File: src/design/hostConfigPkg.sv
`default_nettype none

package hostConfigPkg;

  //////////////////////////////////////////////////////////////////////
  // basic widths
  //////////////////////////////////////////////////////////////////////

  localparam int confWidth      = 16;
  localparam int numRegs        = 32;
  localparam int regAddrWidth   = 5;
  localparam int hostWordWidth  = 24;
  localparam int chunksPerEntry = 4;
  localparam int chunkCntWidth  = 2;

  // program entry fields
  localparam int genIdxWidth = 8;
  localparam int periodWidth = 16;
  localparam int tagWidth    = 11;
  localparam int entryWidth  = 51;

  // configuration field widths
  localparam int sfFiltsWidth  = 10;
  localparam int sfStateWidth  = 27;
  localparam int sgGensWidth   = 8;
  localparam int sgGensEnWidth = 256;
  localparam int tmUnitWidth   = 16;
  localparam int tmTimeWidth   = 48;

  //////////////////////////////////////////////////////////////////////
  // register map
  //////////////////////////////////////////////////////////////////////

  // first register of each field
  localparam int sfFiltsUsedIdx   = 0;
  localparam int sfIncrementIdx   = 1;
  localparam int sfDecayIdx       = 3;
  localparam int sgGensUsedIdx    = 5;
  localparam int sgGensEnIdx      = 6;
  localparam int tmUnitLenIdx     = 22;
  localparam int tmTimeElapsedIdx = 23;
  localparam int tmSendHbIdx      = 26;
  localparam int tmResetTimeIdx   = 29;
  localparam int tsReportTagsIdx  = 30;

  // last register is spare and never stored
  localparam int spareRegIdx = numRegs - 1;
  localparam int storedRegs  = numRegs - 1;

  //////////////////////////////////////////////////////////////////////
  // reset values
  //////////////////////////////////////////////////////////////////////

  // one value per field, low register first
  localparam logic [2*confWidth-1:0] sfIncrementReset  = 32'd1;
  localparam logic [confWidth-1:0]   tmUnitLenReset    = 16'd5000;
  localparam logic [3*confWidth-1:0] tmSendHbReset     = 48'd10;
  localparam logic [confWidth-1:0]   tsReportTagsReset = 16'd1;

  localparam int regBits = numRegs * confWidth;

  // whole register file image, register 0 in the low bits
  // everything not named here resets to zero
  localparam logic [regBits-1:0] regResetVals =
    (regBits'(sfIncrementReset) << (sfIncrementIdx * confWidth)) |
    (regBits'(tmUnitLenReset) << (tmUnitLenIdx * confWidth)) |
    (regBits'(tmSendHbReset) << (tmSendHbIdx * confWidth)) |
    (regBits'(tsReportTagsReset) << (tsReportTagsIdx * confWidth));

  //////////////////////////////////////////////////////////////////////
  // host word
  //////////////////////////////////////////////////////////////////////

  // kind 0 means register write
  typedef struct packed {
    logic                    kind;
    logic [regAddrWidth-1:0] addr;
    logic [1:0]              spare;
    logic [confWidth-1:0]    data;
  } regWriteT;

  // kind 1 means one program chunk
  typedef struct packed {
    logic                 kind;
    logic [6:0]           spare;
    logic [confWidth-1:0] data;
  } streamChunkT;

  // both views share the top kind bit
  typedef union packed {
    regWriteT    regWrite;
    streamChunkT streamChunk;
  } hostWord;

endpackage

`default_nettype wire

File: src/design/hostWordDecoder.sv
`timescale 1ns/1ps
`default_nettype none

module hostWordDecoder (
  input  logic                                    clk,
  input  logic                                    rstN,

  // host channel
  input  logic                                    hostValid,
  input  logic [hostConfigPkg::hostWordWidth-1:0] hostData,
  output logic                                    hostAck,

  // register write, always accepted
  output logic                                    regWe,
  output logic [hostConfigPkg::regAddrWidth-1:0]  regAddr,
  output logic [hostConfigPkg::confWidth-1:0]     regData,

  // chunk channel to the deserializer
  output logic                                    streamValid,
  output logic [hostConfigPkg::confWidth-1:0]     streamData,
  input  logic                                    streamAck
);

  ////////////////////////////////////////////////////////////////////
  // holding slot
  ////////////////////////////////////////////////////////////////////

  logic                   slotFull;
  hostConfigPkg::hostWord slotWord;
  logic                   slotDrain;
  logic                   hostTake;

  // register words leave after one cycle, chunks wait for the ack
  assign slotDrain = regWe || (streamValid && streamAck);

  // empty now or emptying on this edge
  assign hostAck  = !slotFull || slotDrain;
  assign hostTake = hostValid && hostAck;

  always_ff @(posedge clk or negedge rstN) begin
    if (!rstN) begin
      slotFull <= 1'b0;
    end else if (hostTake) begin
      slotFull <= 1'b1;
    end else if (slotDrain) begin
      slotFull <= 1'b0;
    end
  end

  // payload only
  always_ff @(posedge clk) begin
    if (hostTake) begin
      slotWord <= hostData;
    end
  end

  ////////////////////////////////////////////////////////////////////
  // routing by kind
  ////////////////////////////////////////////////////////////////////

  // register view
  assign regWe   = slotFull && !slotWord.regWrite.kind;
  assign regAddr = slotWord.regWrite.addr;
  assign regData = slotWord.regWrite.data;

  // chunk view
  assign streamValid = slotFull && slotWord.streamChunk.kind;
  assign streamData  = slotWord.streamChunk.data;

endmodule

`default_nettype wire

File: src/design/configRegFile.sv
`timescale 1ns/1ps
`default_nettype none

module configRegFile (
  input  logic                                    clk,
  input  logic                                    rstN,

  // write port from the decoder
  input  logic                                    regWe,
  input  logic [hostConfigPkg::regAddrWidth-1:0]  regAddr,
  input  logic [hostConfigPkg::confWidth-1:0]     regData,

  // spike filter
  output logic [hostConfigPkg::sfFiltsWidth-1:0]  sfFiltsUsed,
  output logic [hostConfigPkg::sfStateWidth-1:0]  sfIncrement,
  output logic [hostConfigPkg::sfStateWidth-1:0]  sfDecay,

  // spike generator
  output logic [hostConfigPkg::sgGensWidth-1:0]   sgGensUsed,
  output logic [hostConfigPkg::sgGensEnWidth-1:0] sgGensEn,

  // time manager
  output logic [hostConfigPkg::tmUnitWidth-1:0]   tmUnitLen,
  output logic [hostConfigPkg::tmTimeWidth-1:0]   tmTimeElapsed,
  output logic [hostConfigPkg::tmTimeWidth-1:0]   tmSendHbEvery,
  output logic                                    tmResetTime,

  // tag splitter
  output logic                                    tsReportTags
);

  ////////////////////////////////////////////////////////////////////
  // write staging
  ////////////////////////////////////////////////////////////////////

  logic                                   wrPend;
  logic [hostConfigPkg::regAddrWidth-1:0] wrAddr;
  logic [hostConfigPkg::confWidth-1:0]    wrData;

  // spare register writes are dropped here
  always_ff @(posedge clk or negedge rstN) begin
    if (!rstN) begin
      wrPend <= 1'b0;
    end else begin
      wrPend <= regWe && (regAddr != hostConfigPkg::regAddrWidth'(hostConfigPkg::spareRegIdx));
    end
  end

  always_ff @(posedge clk) begin
    if (regWe) begin
      wrAddr <= regAddr;
      wrData <= regData;
    end
  end

  ////////////////////////////////////////////////////////////////////
  // register storage
  ////////////////////////////////////////////////////////////////////

  logic [hostConfigPkg::storedRegs-1:0][hostConfigPkg::confWidth-1:0] regs;
  logic [hostConfigPkg::storedRegs*hostConfigPkg::confWidth-1:0]      regFlat;

  always_ff @(posedge clk or negedge rstN) begin
    if (!rstN) begin
      regs <= hostConfigPkg::regResetVals[hostConfigPkg::storedRegs*hostConfigPkg::confWidth-1:0];
    end else if (wrPend) begin
      regs[wrAddr] <= wrData;
    end
  end

  // register 0 sits in the low bits
  assign regFlat = regs;

  ////////////////////////////////////////////////////////////////////
  // field slicing
  ////////////////////////////////////////////////////////////////////

  // wide fields take the low bits of their register run
  assign sfFiltsUsed   = regFlat[hostConfigPkg::sfFiltsUsedIdx*hostConfigPkg::confWidth +:
                                 hostConfigPkg::sfFiltsWidth];
  assign sfIncrement   = regFlat[hostConfigPkg::sfIncrementIdx*hostConfigPkg::confWidth +:
                                 hostConfigPkg::sfStateWidth];
  assign sfDecay       = regFlat[hostConfigPkg::sfDecayIdx*hostConfigPkg::confWidth +:
                                 hostConfigPkg::sfStateWidth];
  assign sgGensUsed    = regFlat[hostConfigPkg::sgGensUsedIdx*hostConfigPkg::confWidth +:
                                 hostConfigPkg::sgGensWidth];
  assign sgGensEn      = regFlat[hostConfigPkg::sgGensEnIdx*hostConfigPkg::confWidth +:
                                 hostConfigPkg::sgGensEnWidth];
  assign tmUnitLen     = regFlat[hostConfigPkg::tmUnitLenIdx*hostConfigPkg::confWidth +:
                                 hostConfigPkg::tmUnitWidth];
  assign tmTimeElapsed = regFlat[hostConfigPkg::tmTimeElapsedIdx*hostConfigPkg::confWidth +:
                                 hostConfigPkg::tmTimeWidth];
  assign tmSendHbEvery = regFlat[hostConfigPkg::tmSendHbIdx*hostConfigPkg::confWidth +:
                                 hostConfigPkg::tmTimeWidth];

  // single bit flags
  assign tmResetTime  = regFlat[hostConfigPkg::tmResetTimeIdx*hostConfigPkg::confWidth];
  assign tsReportTags = regFlat[hostConfigPkg::tsReportTagsIdx*hostConfigPkg::confWidth];

endmodule

`default_nettype wire

File: src/design/programDeserializer.sv
`timescale 1ns/1ps
`default_nettype none

module programDeserializer (
  input  logic                                  clk,
  input  logic                                  rstN,

  // chunk channel from the decoder
  input  logic                                  streamValid,
  input  logic [hostConfigPkg::confWidth-1:0]   streamData,
  output logic                                  streamAck,

  // program entry channel
  output logic                                  entryValid,
  input  logic                                  entryAck,
  output logic [hostConfigPkg::genIdxWidth-1:0] entryGenIdx,
  output logic [hostConfigPkg::periodWidth-1:0] entryPeriod,
  output logic [hostConfigPkg::periodWidth-1:0] entryTicks,
  output logic [hostConfigPkg::tagWidth-1:0]    entryTag
);

  ////////////////////////////////////////////////////////////////////
  // chunk assembly
  ////////////////////////////////////////////////////////////////////

  logic [hostConfigPkg::chunkCntWidth-1:0]                         chunkCnt;
  logic [hostConfigPkg::chunksPerEntry*hostConfigPkg::confWidth-1:0] assembly;
  logic                                                            chunkTake;
  logic                                                            lastChunk;

  // no chunks while a finished entry waits
  assign streamAck = !entryValid;
  assign chunkTake = streamValid && streamAck;
  assign lastChunk = chunkCnt ==
                     hostConfigPkg::chunkCntWidth'(hostConfigPkg::chunksPerEntry - 1);

  always_ff @(posedge clk or negedge rstN) begin
    if (!rstN) begin
      chunkCnt   <= '0;
      entryValid <= 1'b0;
    end else begin
      if (chunkTake) begin
        chunkCnt <= chunkCnt + 1'b1;
        if (lastChunk) begin
          entryValid <= 1'b1;
        end
      end
      if (entryValid && entryAck) begin
        entryValid <= 1'b0;
      end
    end
  end

  // new chunk enters at the top and moves down
  // so chunk 0 ends up in bits 15:0
  always_ff @(posedge clk) begin
    if (chunkTake) begin
      assembly <= {streamData,
                   assembly[hostConfigPkg::chunksPerEntry*hostConfigPkg::confWidth-1:
                            hostConfigPkg::confWidth]};
    end
  end

  ////////////////////////////////////////////////////////////////////
  // entry fields
  ////////////////////////////////////////////////////////////////////

  // top bits above the entry are unused
  assign {entryGenIdx, entryPeriod, entryTicks, entryTag} =
    assembly[hostConfigPkg::entryWidth-1:0];

endmodule

`default_nettype wire

File: src/design/hostConfigTop.sv
`timescale 1ns/1ps
`default_nettype none

module hostConfigTop (
  input  logic                                    clk,
  input  logic                                    rstN,

  // host channel
  input  logic                                    hostValid,
  input  logic [hostConfigPkg::hostWordWidth-1:0] hostData,
  output logic                                    hostAck,

  // configuration fields
  output logic [hostConfigPkg::sfFiltsWidth-1:0]  sfFiltsUsed,
  output logic [hostConfigPkg::sfStateWidth-1:0]  sfIncrement,
  output logic [hostConfigPkg::sfStateWidth-1:0]  sfDecay,
  output logic [hostConfigPkg::sgGensWidth-1:0]   sgGensUsed,
  output logic [hostConfigPkg::sgGensEnWidth-1:0] sgGensEn,
  output logic [hostConfigPkg::tmUnitWidth-1:0]   tmUnitLen,
  output logic [hostConfigPkg::tmTimeWidth-1:0]   tmTimeElapsed,
  output logic [hostConfigPkg::tmTimeWidth-1:0]   tmSendHbEvery,
  output logic                                    tmResetTime,
  output logic                                    tsReportTags,

  // program entry channel
  output logic                                    entryValid,
  input  logic                                    entryAck,
  output logic [hostConfigPkg::genIdxWidth-1:0]   entryGenIdx,
  output logic [hostConfigPkg::periodWidth-1:0]   entryPeriod,
  output logic [hostConfigPkg::periodWidth-1:0]   entryTicks,
  output logic [hostConfigPkg::tagWidth-1:0]      entryTag
);

  // decoder to register file
  logic                                   regWe;
  logic [hostConfigPkg::regAddrWidth-1:0] regAddr;
  logic [hostConfigPkg::confWidth-1:0]    regData;

  // decoder to deserializer
  logic                                   streamValid;
  logic [hostConfigPkg::confWidth-1:0]    streamData;
  logic                                   streamAck;

  hostWordDecoder u_hostWordDecoder (
    .clk         (clk),
    .rstN        (rstN),
    .hostValid   (hostValid),
    .hostData    (hostData),
    .hostAck     (hostAck),
    .regWe       (regWe),
    .regAddr     (regAddr),
    .regData     (regData),
    .streamValid (streamValid),
    .streamData  (streamData),
    .streamAck   (streamAck)
  );

  configRegFile u_configRegFile (
    .clk           (clk),
    .rstN          (rstN),
    .regWe         (regWe),
    .regAddr       (regAddr),
    .regData       (regData),
    .sfFiltsUsed   (sfFiltsUsed),
    .sfIncrement   (sfIncrement),
    .sfDecay       (sfDecay),
    .sgGensUsed    (sgGensUsed),
    .sgGensEn      (sgGensEn),
    .tmUnitLen     (tmUnitLen),
    .tmTimeElapsed (tmTimeElapsed),
    .tmSendHbEvery (tmSendHbEvery),
    .tmResetTime   (tmResetTime),
    .tsReportTags  (tsReportTags)
  );

  programDeserializer u_programDeserializer (
    .clk         (clk),
    .rstN        (rstN),
    .streamValid (streamValid),
    .streamData  (streamData),
    .streamAck   (streamAck),
    .entryValid  (entryValid),
    .entryAck    (entryAck),
    .entryGenIdx (entryGenIdx),
    .entryPeriod (entryPeriod),
    .entryTicks  (entryTicks),
    .entryTag    (entryTag)
  );

endmodule

`default_nettype wire

File: config.mk
export PLATFORM = sky130hd
export DESIGN_NAME = hostConfigTop
export DESIGN_NICKNAME = d
export VERILOG_FILES = /design/src/design/hostConfigPkg.sv /design/src/design/hostWordDecoder.sv /design/src/design/configRegFile.sv /design/src/design/programDeserializer.sv /design/src/design/hostConfigTop.sv
export SDC_FILE = /design/constraint.sdc
export NUM_CORES = 1
export LEC_CHECK = 0
export BUFFER_PORTS_ARGS = -buffer_cell sky130_fd_sc_hd__buf_2
export CELL_PAD_IN_SITES_DETAIL_PLACEMENT = 1
export CELL_PAD_IN_SITES_GLOBAL_PLACEMENT = 2
export CORE_UTILIZATION = 40
export DETAILED_ROUTE_END_ITERATION = 8
export PLACE_DENSITY_LB_ADDON = 0.1
export SLEW_MARGIN = 10
export SYNTH_ARGS = -nofsm -noshare
export SYNTH_HDL_FRONTEND = slang
export SYNTH_SLANG_ARGS = --single-unit
File: constraint.sdc
create_clock -name clk -period 11.8 [get_ports clk]
set_clock_uncertainty 0.2 [all_clocks]
set_input_delay 1.18 -clock clk [delete_from_list [all_inputs] [get_ports clk]]
set_output_delay 1.18 -clock clk [all_outputs]
set_load 0.02 [all_outputs]
======== Yosys cells after proc, flatten, opt, wreduce, memory -nomap -nowiden ========
Index checks and enable logic that the tools add are counted.
storage, ports and cells
  output and inout port bits .............. 495
  input port bits ......................... 28
  register bits ........................... 610
operators by class
  reductions and logical operators ........ 16
  eq/ne operators ......................... 2
  order comparisons ....................... 2
  add/sub/neg operators ................... 1
  muxes and demuxes ....................... 8
operators by type and width
  operator                                                                             number
  496-bit bitwise mux                                                                  1
  16-bit demux with 5-bit select                                                       1
  16-bit 2-to-1 mux                                                                    1
  1-bit logical AND                                                                    7
  5-bit by 6-bit less-than comparator with 1-bit output, second input constant         1
  2-bit nonzero test                                                                   3
  5-bit by 1-bit greater-or-equal comparator with 1-bit output, second input constant  1
  1-bit 2-to-1 mux                                                                     5
  5-bit inequality test, second input constant                                         1
  1-bit logical NOT                                                                    3
  2-bit by 1-bit adder with 2-bit output, second input constant                        1
  2-bit equality test, second input constant                                           1
  1-bit logical OR                                                                     2
  2-bit AND reduction                                                                  1

======== Logic depth before layout (Yosys ltp) ========
Gate-level depths: netlist (run 1).
  depth after elaboration ................. 6
  mapped depth ............................ 6

======== Hierarchy ========
Synthesis (run 1) repeated with hierarchy kept, for this count alone.
second synthesis, totals
  cell total of the unflattened synthesis .. 1225
  area, all modules ....................... 20996.4 um2
modules (own cells, without submodules)
  module               cells each  seq. area each (um2)  area each (um2)  times used
  configRegFile        1036        11727.5               17541.8          1
  programDeserializer  124         1996.9                2442.3           1
  hostWordDecoder      65          685.7                 1012.2           1

======== Worst setup path before layout (run 1) ========
Ideal clock, no wire load.
  path type ............................... register to register
  from .................................... register u_programDeserializer.entryValid
  to ...................................... register u_programDeserializer.chunkCnt[1] (netlist name)
  path slack .............................. 7.659 ns
  setup time .............................. 0.128 ns
  stages on the path, launching flop included .. 3
  arrival time ............................ 3.814 ns
  cell sequence ........................... dfrtp_1 > nor2_1 > mux2_2
on the way
  word-level cells in the longest chain between the ends .. 2
ends and longest elaborated chain
  element                              line                       source
  start: declaration                   programDeserializer.sv:14  output logic entryValid,
  start signal: assignment             programDeserializer.sv:40  entryValid <= 1'b0;
  start signal: assignment             programDeserializer.sv:45  entryValid <= 1'b1;
  start signal: assignment             programDeserializer.sv:49  entryValid <= 1'b0;
  1-bit logical NOT                    programDeserializer.sv:32  assign streamAck = !entryValid;
  1-bit logical AND                    programDeserializer.sv:33  assign chunkTake = streamValid && streamAck;
  via u_programDeserializer.chunkTake  programDeserializer.sv:28  logic chunkTake;
  end signal: assignment               programDeserializer.sv:43  chunkCnt <= chunkCnt + 1'b1;
  end: declaration                     programDeserializer.sv:26  logic [hostConfigPkg::chunkCntWidth-1:0] chunkCnt;
The timed path passes the listed nets, and every way through them passes these cells.
A chain may end at the register's enable or synchronous reset.

==> results of run 1 <==
-- area by class of cell --
cell class | instances | area share, %
timing repair buffer | 543 | 10.97
multi-input combinational | 502 | 21.48
clock inverter | 18 | 0.6013
clock buffer | 90 | 6.837
sequential | 554 | 56.77
antenna | 2 | 0.01972
tap | 672 | 3.312
inverter | 1 | 0.01479
-- layout by cell type, fill, tap and decap left out, types with 2 or more instances in the layout --
| cell | count |
|---|---|
| mux2_2 | 433 |
| nor2_4 | 2 |
| nand4b_1 | 2 |
| bufinv_16 | 3 |
| dfstp_2 | 9 |
| clkbuf_8 | 10 |
| diode_2 | 2 |
| nor2_1 | 4 |
| clkbuf_1 | 19 |
| buf_4 | 23 |
| nand2b_1 | 6 |
| edfxtp_1 | 107 |
| nor2_2 | 6 |
| clkinv_2 | 5 |
| dfrtp_1 | 438 |
| and2b_1 | 2 |
| buf_2 | 519 |
| clkinv_1 | 10 |
| nand3_1 | 2 |
| clkbuf_16 | 61 |
| nor2b_2 | 5 |
| nor2b_1 | 2 |
| and4bb_1 | 2 |
| mux2_4 | 10 |
| nand2_1 | 14 |
-- routing by layer --
layer / vias up / share of wire [%] / global-route usage, %
li1: 5079 / - / -
met1: 6277 / 41 / 29.52
met2: 360 / 49 / 38.81
met3: 104 / 6.9 / 6.885
met4: 6 / 3.3 / 7.667
met5: - / 0.067 / 0
-- flip-flops by register name (all words and copies together), names as in the netlist, 10 cells and up --
register / flops
u_configRegFile.tmSendHbEvery: 48
u_configRegFile.sfIncrement: 27
u_configRegFile.tmUnitLen: 16
u_configRegFile.sfDecay: 27
u_hostWordDecoder.slotWord: 22
u_configRegFile.wrData: 16
u_programDeserializer.assembly: 64
u_configRegFile.sfFiltsUsed: 10
u_configRegFile.sgGensEn: 256
u_configRegFile.tmTimeElapsed: 48
-- cell families after synthesis --
kind of cell	after synthesis	synth area share [%]
mux	443	24.36
compound gates	2	0.07885
simple gates	55	1.752
fa+ha+maj	1	0.06063
xor+xnor	1	0.04245
flops	554	69.83
buf+inv	134	3.875
-- stage by stage --
step | util (%) | total power [mW] | cell area, um^2 | hold slack (ns)
finish | 50.29 | 5.116 | 25380 | 0.2217
global route | 50.28 | 5.328 | 25380 | 0.2305
global placement | 46.53 | 3.337 | 23490 | 0.2036
detailed placement | 46.53 | 3.363 | 23490 | 0.2063
CTS | 50.27 | 5.189 | 25370 | 0.2209
floorplan | - | 2.946 | 20630 | 0.2003
-- where the power goes --
group / internal, mW / switching (mW) / total, mW
Sequential: 2.23 / 0.147 / 2.37
Combinational: 0.342 / 0.596 / 0.939
Clock: 1.07 / 0.736 / 1.80
-- final timing paths --
kind | startpoint | to | slack [ns] | cells past startpoint
max in group clk | u_programDeserializer.entryValid | hostAck | 9.00 | 2
setup reg to reg | u_configRegFile.wrAddr[4] | u_configRegFile.sgGensEn[93] | 9.04 | 3
setup / recovery | rstN | u_configRegFile.sgGensEn[243] | 8.79 | 3
hold / removal | u_programDeserializer.assembly[63] | u_programDeserializer.assembly[47] | 0.22 | 0
min in group asynchronous | rstN | u_configRegFile.sgGensEn[76] | 0.41 | 1
hold reg to reg | u_programDeserializer.assembly[63] | u_programDeserializer.assembly[47] | 0.22 | 0
==> run_results.csv, run 1 <==
group,metric,value,unit
clock_tree,cts_num_sinks,554,
clock_tree,cts.root.buffer_cell,"clkbuf_16",
global_route,grt_start_max_net_pins,103,
synth,postSynthAreaPerCell,17.34,um^2
placement,gp_congestion,0.7518,
synth,yosysMostFrequentCell,"dfrtp_1",
sta,tightest_slew,1.185,ns
final_layout,regArea,14410,um^2
route,wl_per_cell,25.57,um
setup_path,crit_fanout,102,
placement,dp.cells,2272,
clock_tree,path_clk_slew,0.06,ns
synth,yosysSeqAreaShare,69.83,%
setup_path,crit_slowest_cell,"buf_4",
clock_tree,cts_buffer_depth,3,
setup_path,worst-endpoint-required,12.24,ns
floorplanning,ioPinCount,523,
pwr,p_leak,12.98,nW
clock_tree,cts_htree_levels,2,
sta,period_needed,3.007,ns
final_layout,fin_cells,2382,
setup_path,path_common_cell,"buf_4",
route,dr.pass1.iters,4,
route,drc,0,
global_route,antenna_found_initial,4,
final_layout,synthToLayoutAreaGrowth,23.02,%
synth,ys_ff_latch,554,
sta,setup_viol,0,
route,vias,11830,
final_layout,drive_gt1_share,63.99,%
floorplanning,die_w,229.1,um
clock_tree,cts-resized-gates,0,
route,routed_via_density,4.965,
sta,fin_tns_setup,0,ns
synth,synth_fp_nets,1219,
synth,netlist_instances,1190,
floorplanning,start_util,40.88,%
global_route,grtUsageTotal,23.48,%
min_path,min_path_type,"reg -> reg",
synth,synth-main-ff-cell,"dfrtp_1",
global_route,grt_pass1_wl,90430,um
setup_path,crit_family,"buffers and inverters",
setup_path,cp.arrival,3.45,ns
clock_tree,cts_setup_buffers,0,
clock_tree,insertion_delay,0.61,ns
floorplanning,row_count,82,
synth,yosys.area.top_type,"dfrtp_1",
floorplanning,die_area,52500,um^2
sta,slew_violations,0,
synth,async_flop_share,80.69,%
floorplanning,core_area,50480,um^2
synth,synth-edff-count,107,
global_route,overflow,0,
synth,synth_top_area_share,53.12,%
sta,setup_slack,8.793,ns
setup_path,critPathLaunchType,"primary input",
sta,relSlewSlack,20.63,%
setup_path,crit_buf_inv,3,
run,drv_cap,0,
sta,rsz0062_at_grt,"no",
sta,hold_violations,0,
route,first_iter_violations,491,
pwr,power_density,201.5,nW/um^2
placement,hpwlAfterDp,42350,um
placement,place_ws,8.053,ns
clock_tree,hold_buffers,0,
synth,yosysUniqueCellTypes,34,
sta,fmax,332.6,MHz
pwr,irDropWorstVdd,0.1127,mV
setup_path,crit_chain,"buf_8 -> buf_4 -> buf_4",
route,drt-total-wl,60900,um
route,ant_nets,0,
setup_path,critPathCaptureType,"async pin",
clock_tree,cts_tree,"done",
synth,synth_area,20630,um^2
synth,synth_warnings,0,
placement,io_buffers,520,
setup_path,setup.worst_path.class,"in -> async",
clock_tree,cts_buffers,58,
floorplanning,die_h,229.1,um
final_layout,multi_input_area,5451,um^2
synth,synthTopCellsByArea,"dfrtp_1, mux2_2, edfxtp_1",
outcome,status,"finished clean",
final_layout,nFillCells,4989,
sta,min_period_over_period,25.48,%
setup_path,max_stage_delay,0.78,ns
global_route,grt_pass1_vias,12830,
synth,synthTopCellsByCount,"dfrtp_1, mux2_2, edfxtp_1",
final_layout,final_nets,1689,
Power figures use the tool's default switching activity.
==> run 2, diff against run 1 <==
Settings changed: CORE_UTILIZATION 40 to 34.
Clock period 11.8 ns to 2.7 ns, I/O delays scaled along.
==> run_results.csv, run 2 (synthesized netlist as in run 1, its figures left out) <==
group,metric,value,unit
outcome,status,"complete, but fails checks",
outcome,failed_checks,"hold timing",
global_route,antenna_found_initial,2,
sta,rsz0062_at_grt,"no",
final_layout,final_common_cell,"buf_2",
placement,hpwlAfterDp,45290,um
global_route,overflow,0,
setup_path,cp.arrival,2.52,ns
sta,setup_viol,0,
route,first_iter_violations,488,
clock_tree,cts.root.buffer_cell,"clkbuf_16",
placement,gp_congestion,0.7720,
final_layout,final_cell_mix,"buf_2, dfrtp_1, mux2_2",
run,drv_cap,0,
route,vias,12060,
pwr,finalPower,23.06,mW
pwr,power_density,875.5,nW/um^2
sta,holdWs,-0.0005618,ns
route,drt-total-wl,64290,um
placement,io_buffers,520,
clock_tree,path_clk_slew,0.06,ns
sta,min_period_over_period,81.98,%
clock_tree,insertion_delay,0.62,ns
setup_path,critPathLaunchType,"register",
final_layout,fin_cells,2550,
sta,hold_violations,1,
placement,dp.cells,2413,
sta,setup_slack,0.4865,ns
route,routed_via_density,4.731,
setup_path,critPathCaptureType,"register",
placement,place_ws,0.4698,ns
placement,placed_area,24050,um^2
sta,period_needed,2.213,ns
floorplanning,row_count,89,
sta,tightest_slew,1.252,ns
final_layout,final_nets,1756,
setup_path,setup.worst_path.class,"reg -> reg",
clock_tree,cts_htree_levels,2,
floorplanning,start_util,34.70,%
sta,slew_violations,0,
setup_path,startpoint,"u_configRegFile.wrAddr[0]",
global_route,grtUsageTotal,20.66,%
route,drc,0,
floorplanning,die_area,61680,um^2
setup_path,worst-endpoint-required,3.00,ns
route,dr.pass1.iters,5,
min_path,min_path_type,"in -> async",
route,wl_per_cell,25.21,um
setup_path,crit_fanout,16,
pwr,p_leak,13.39,nW
sta,relSlewSlack,16.56,%
clock_tree,cts_num_sinks,554,
pwr,irDropWorstVdd,0.4739,mV
global_route,grt_pass1_vias,12850,
setup_path,reg2reg_from,"u_configRegFile.wrAddr[0]",
sta,fmax,451.8,MHz
global_route,grt_pass1_wl,91870,um
sta,fin_tns_setup,0,ns
final_layout,largest_reg_flops,256,
floorplanning,core_area,59460,um^2
floorplanning,ioPinCount,523,
final_layout,num_antenna_cells,0,
route,ant_nets,0,
clock_tree,cts_buffers,60,
final_layout,fin_util,44.29,%
final_layout,synthToLayoutAreaGrowth,27.64,%
clock_tree,cts_tree,"done",
floorplanning,die_h,248.4,um
floorplanning,die_w,248.4,um
final_layout,stdcell_area,26340,um^2
final_layout,drive_gt1_share,64.60,%
global_route,grt_start_max_net_pins,66,
clock_tree,cts_buffer_depth,3,
## run 2: changes by cell type in the layout (fill, tap and decap cells not counted), sizes merged
| cell | before | now |
|---|---|---|
| clkinv | 15 | 17 |
| clkinvlp | 0 | 7 |
| bufinv | 3 | 7 |
| inv | 1 | 3 |
| diode | 2 | 0 |
| clkbuf | 90 | 79 |
| dlygate4sd3 | 0 | 25 |
| buf | 543 | 583 |
## run 2: critical path: stages, from the launching register on
cell and delay, ns:
edfxtp_1 0.50, and4bb_2 0.40, nand3b_2 0.51, mux2_2 0.48
## run 2: path summary, 6_finish.rpt
path | to | cells past startpoint | slack, ns
max | u_configRegFile.sgGensEn[108] | 3 | 0.49
min reg2reg | u_programDeserializer.assembly[44] | 0 | 0.22
min | u_configRegFile.sgGensEn[1] | 2 | -0.0006
max in group asynchronous | u_configRegFile.sgGensEn[174] | 4 | 1.40
max reg2reg | u_configRegFile.sgGensEn[108] | 3 | 0.49
min in group clk | u_hostWordDecoder.slotWord[23] | 2 | 0.17
## run 2: repair_timing
action,4_1_cts,5_1_grt
hold buffers,25,0
hold endpoints to repair,457,0
gates resized for setup,0,0
buffers inserted,0,0
## run 2: cell type report
cell class	count	area (um^2)
Clock buffer	79	1674
Multi-Input combinational cell	502	5450
Tap cell	773	967.2
Clock inverter	33	360.3
Inverter	1	3.754
Sequential cell	554	14410
Timing Repair Buffer	608	3473
Fill cell	6012	33130
## run 2: where the power goes
part           internal, mW  switching [mW]  leakage [nW]  total [mW]
registers              9.73           0.639          6.93        10.4
clock network          5.02            3.45         0.980        8.47
logic                  1.56            2.65          5.48        4.22
total                  16.3            6.75          13.4        23.1
## run 2: per-layer routing
layer  wire, um  part of all wire [%]  vias up  global-route usage (%)
met2      31800                    49      350                   34.26
met1      26440                    41     6391                   26.03
met5         13                 0.020        -                       0
met4       2132                   3.3        2                   7.604
met3       3900                   6.1      105                   5.171
li1           -                     -     5215                       -
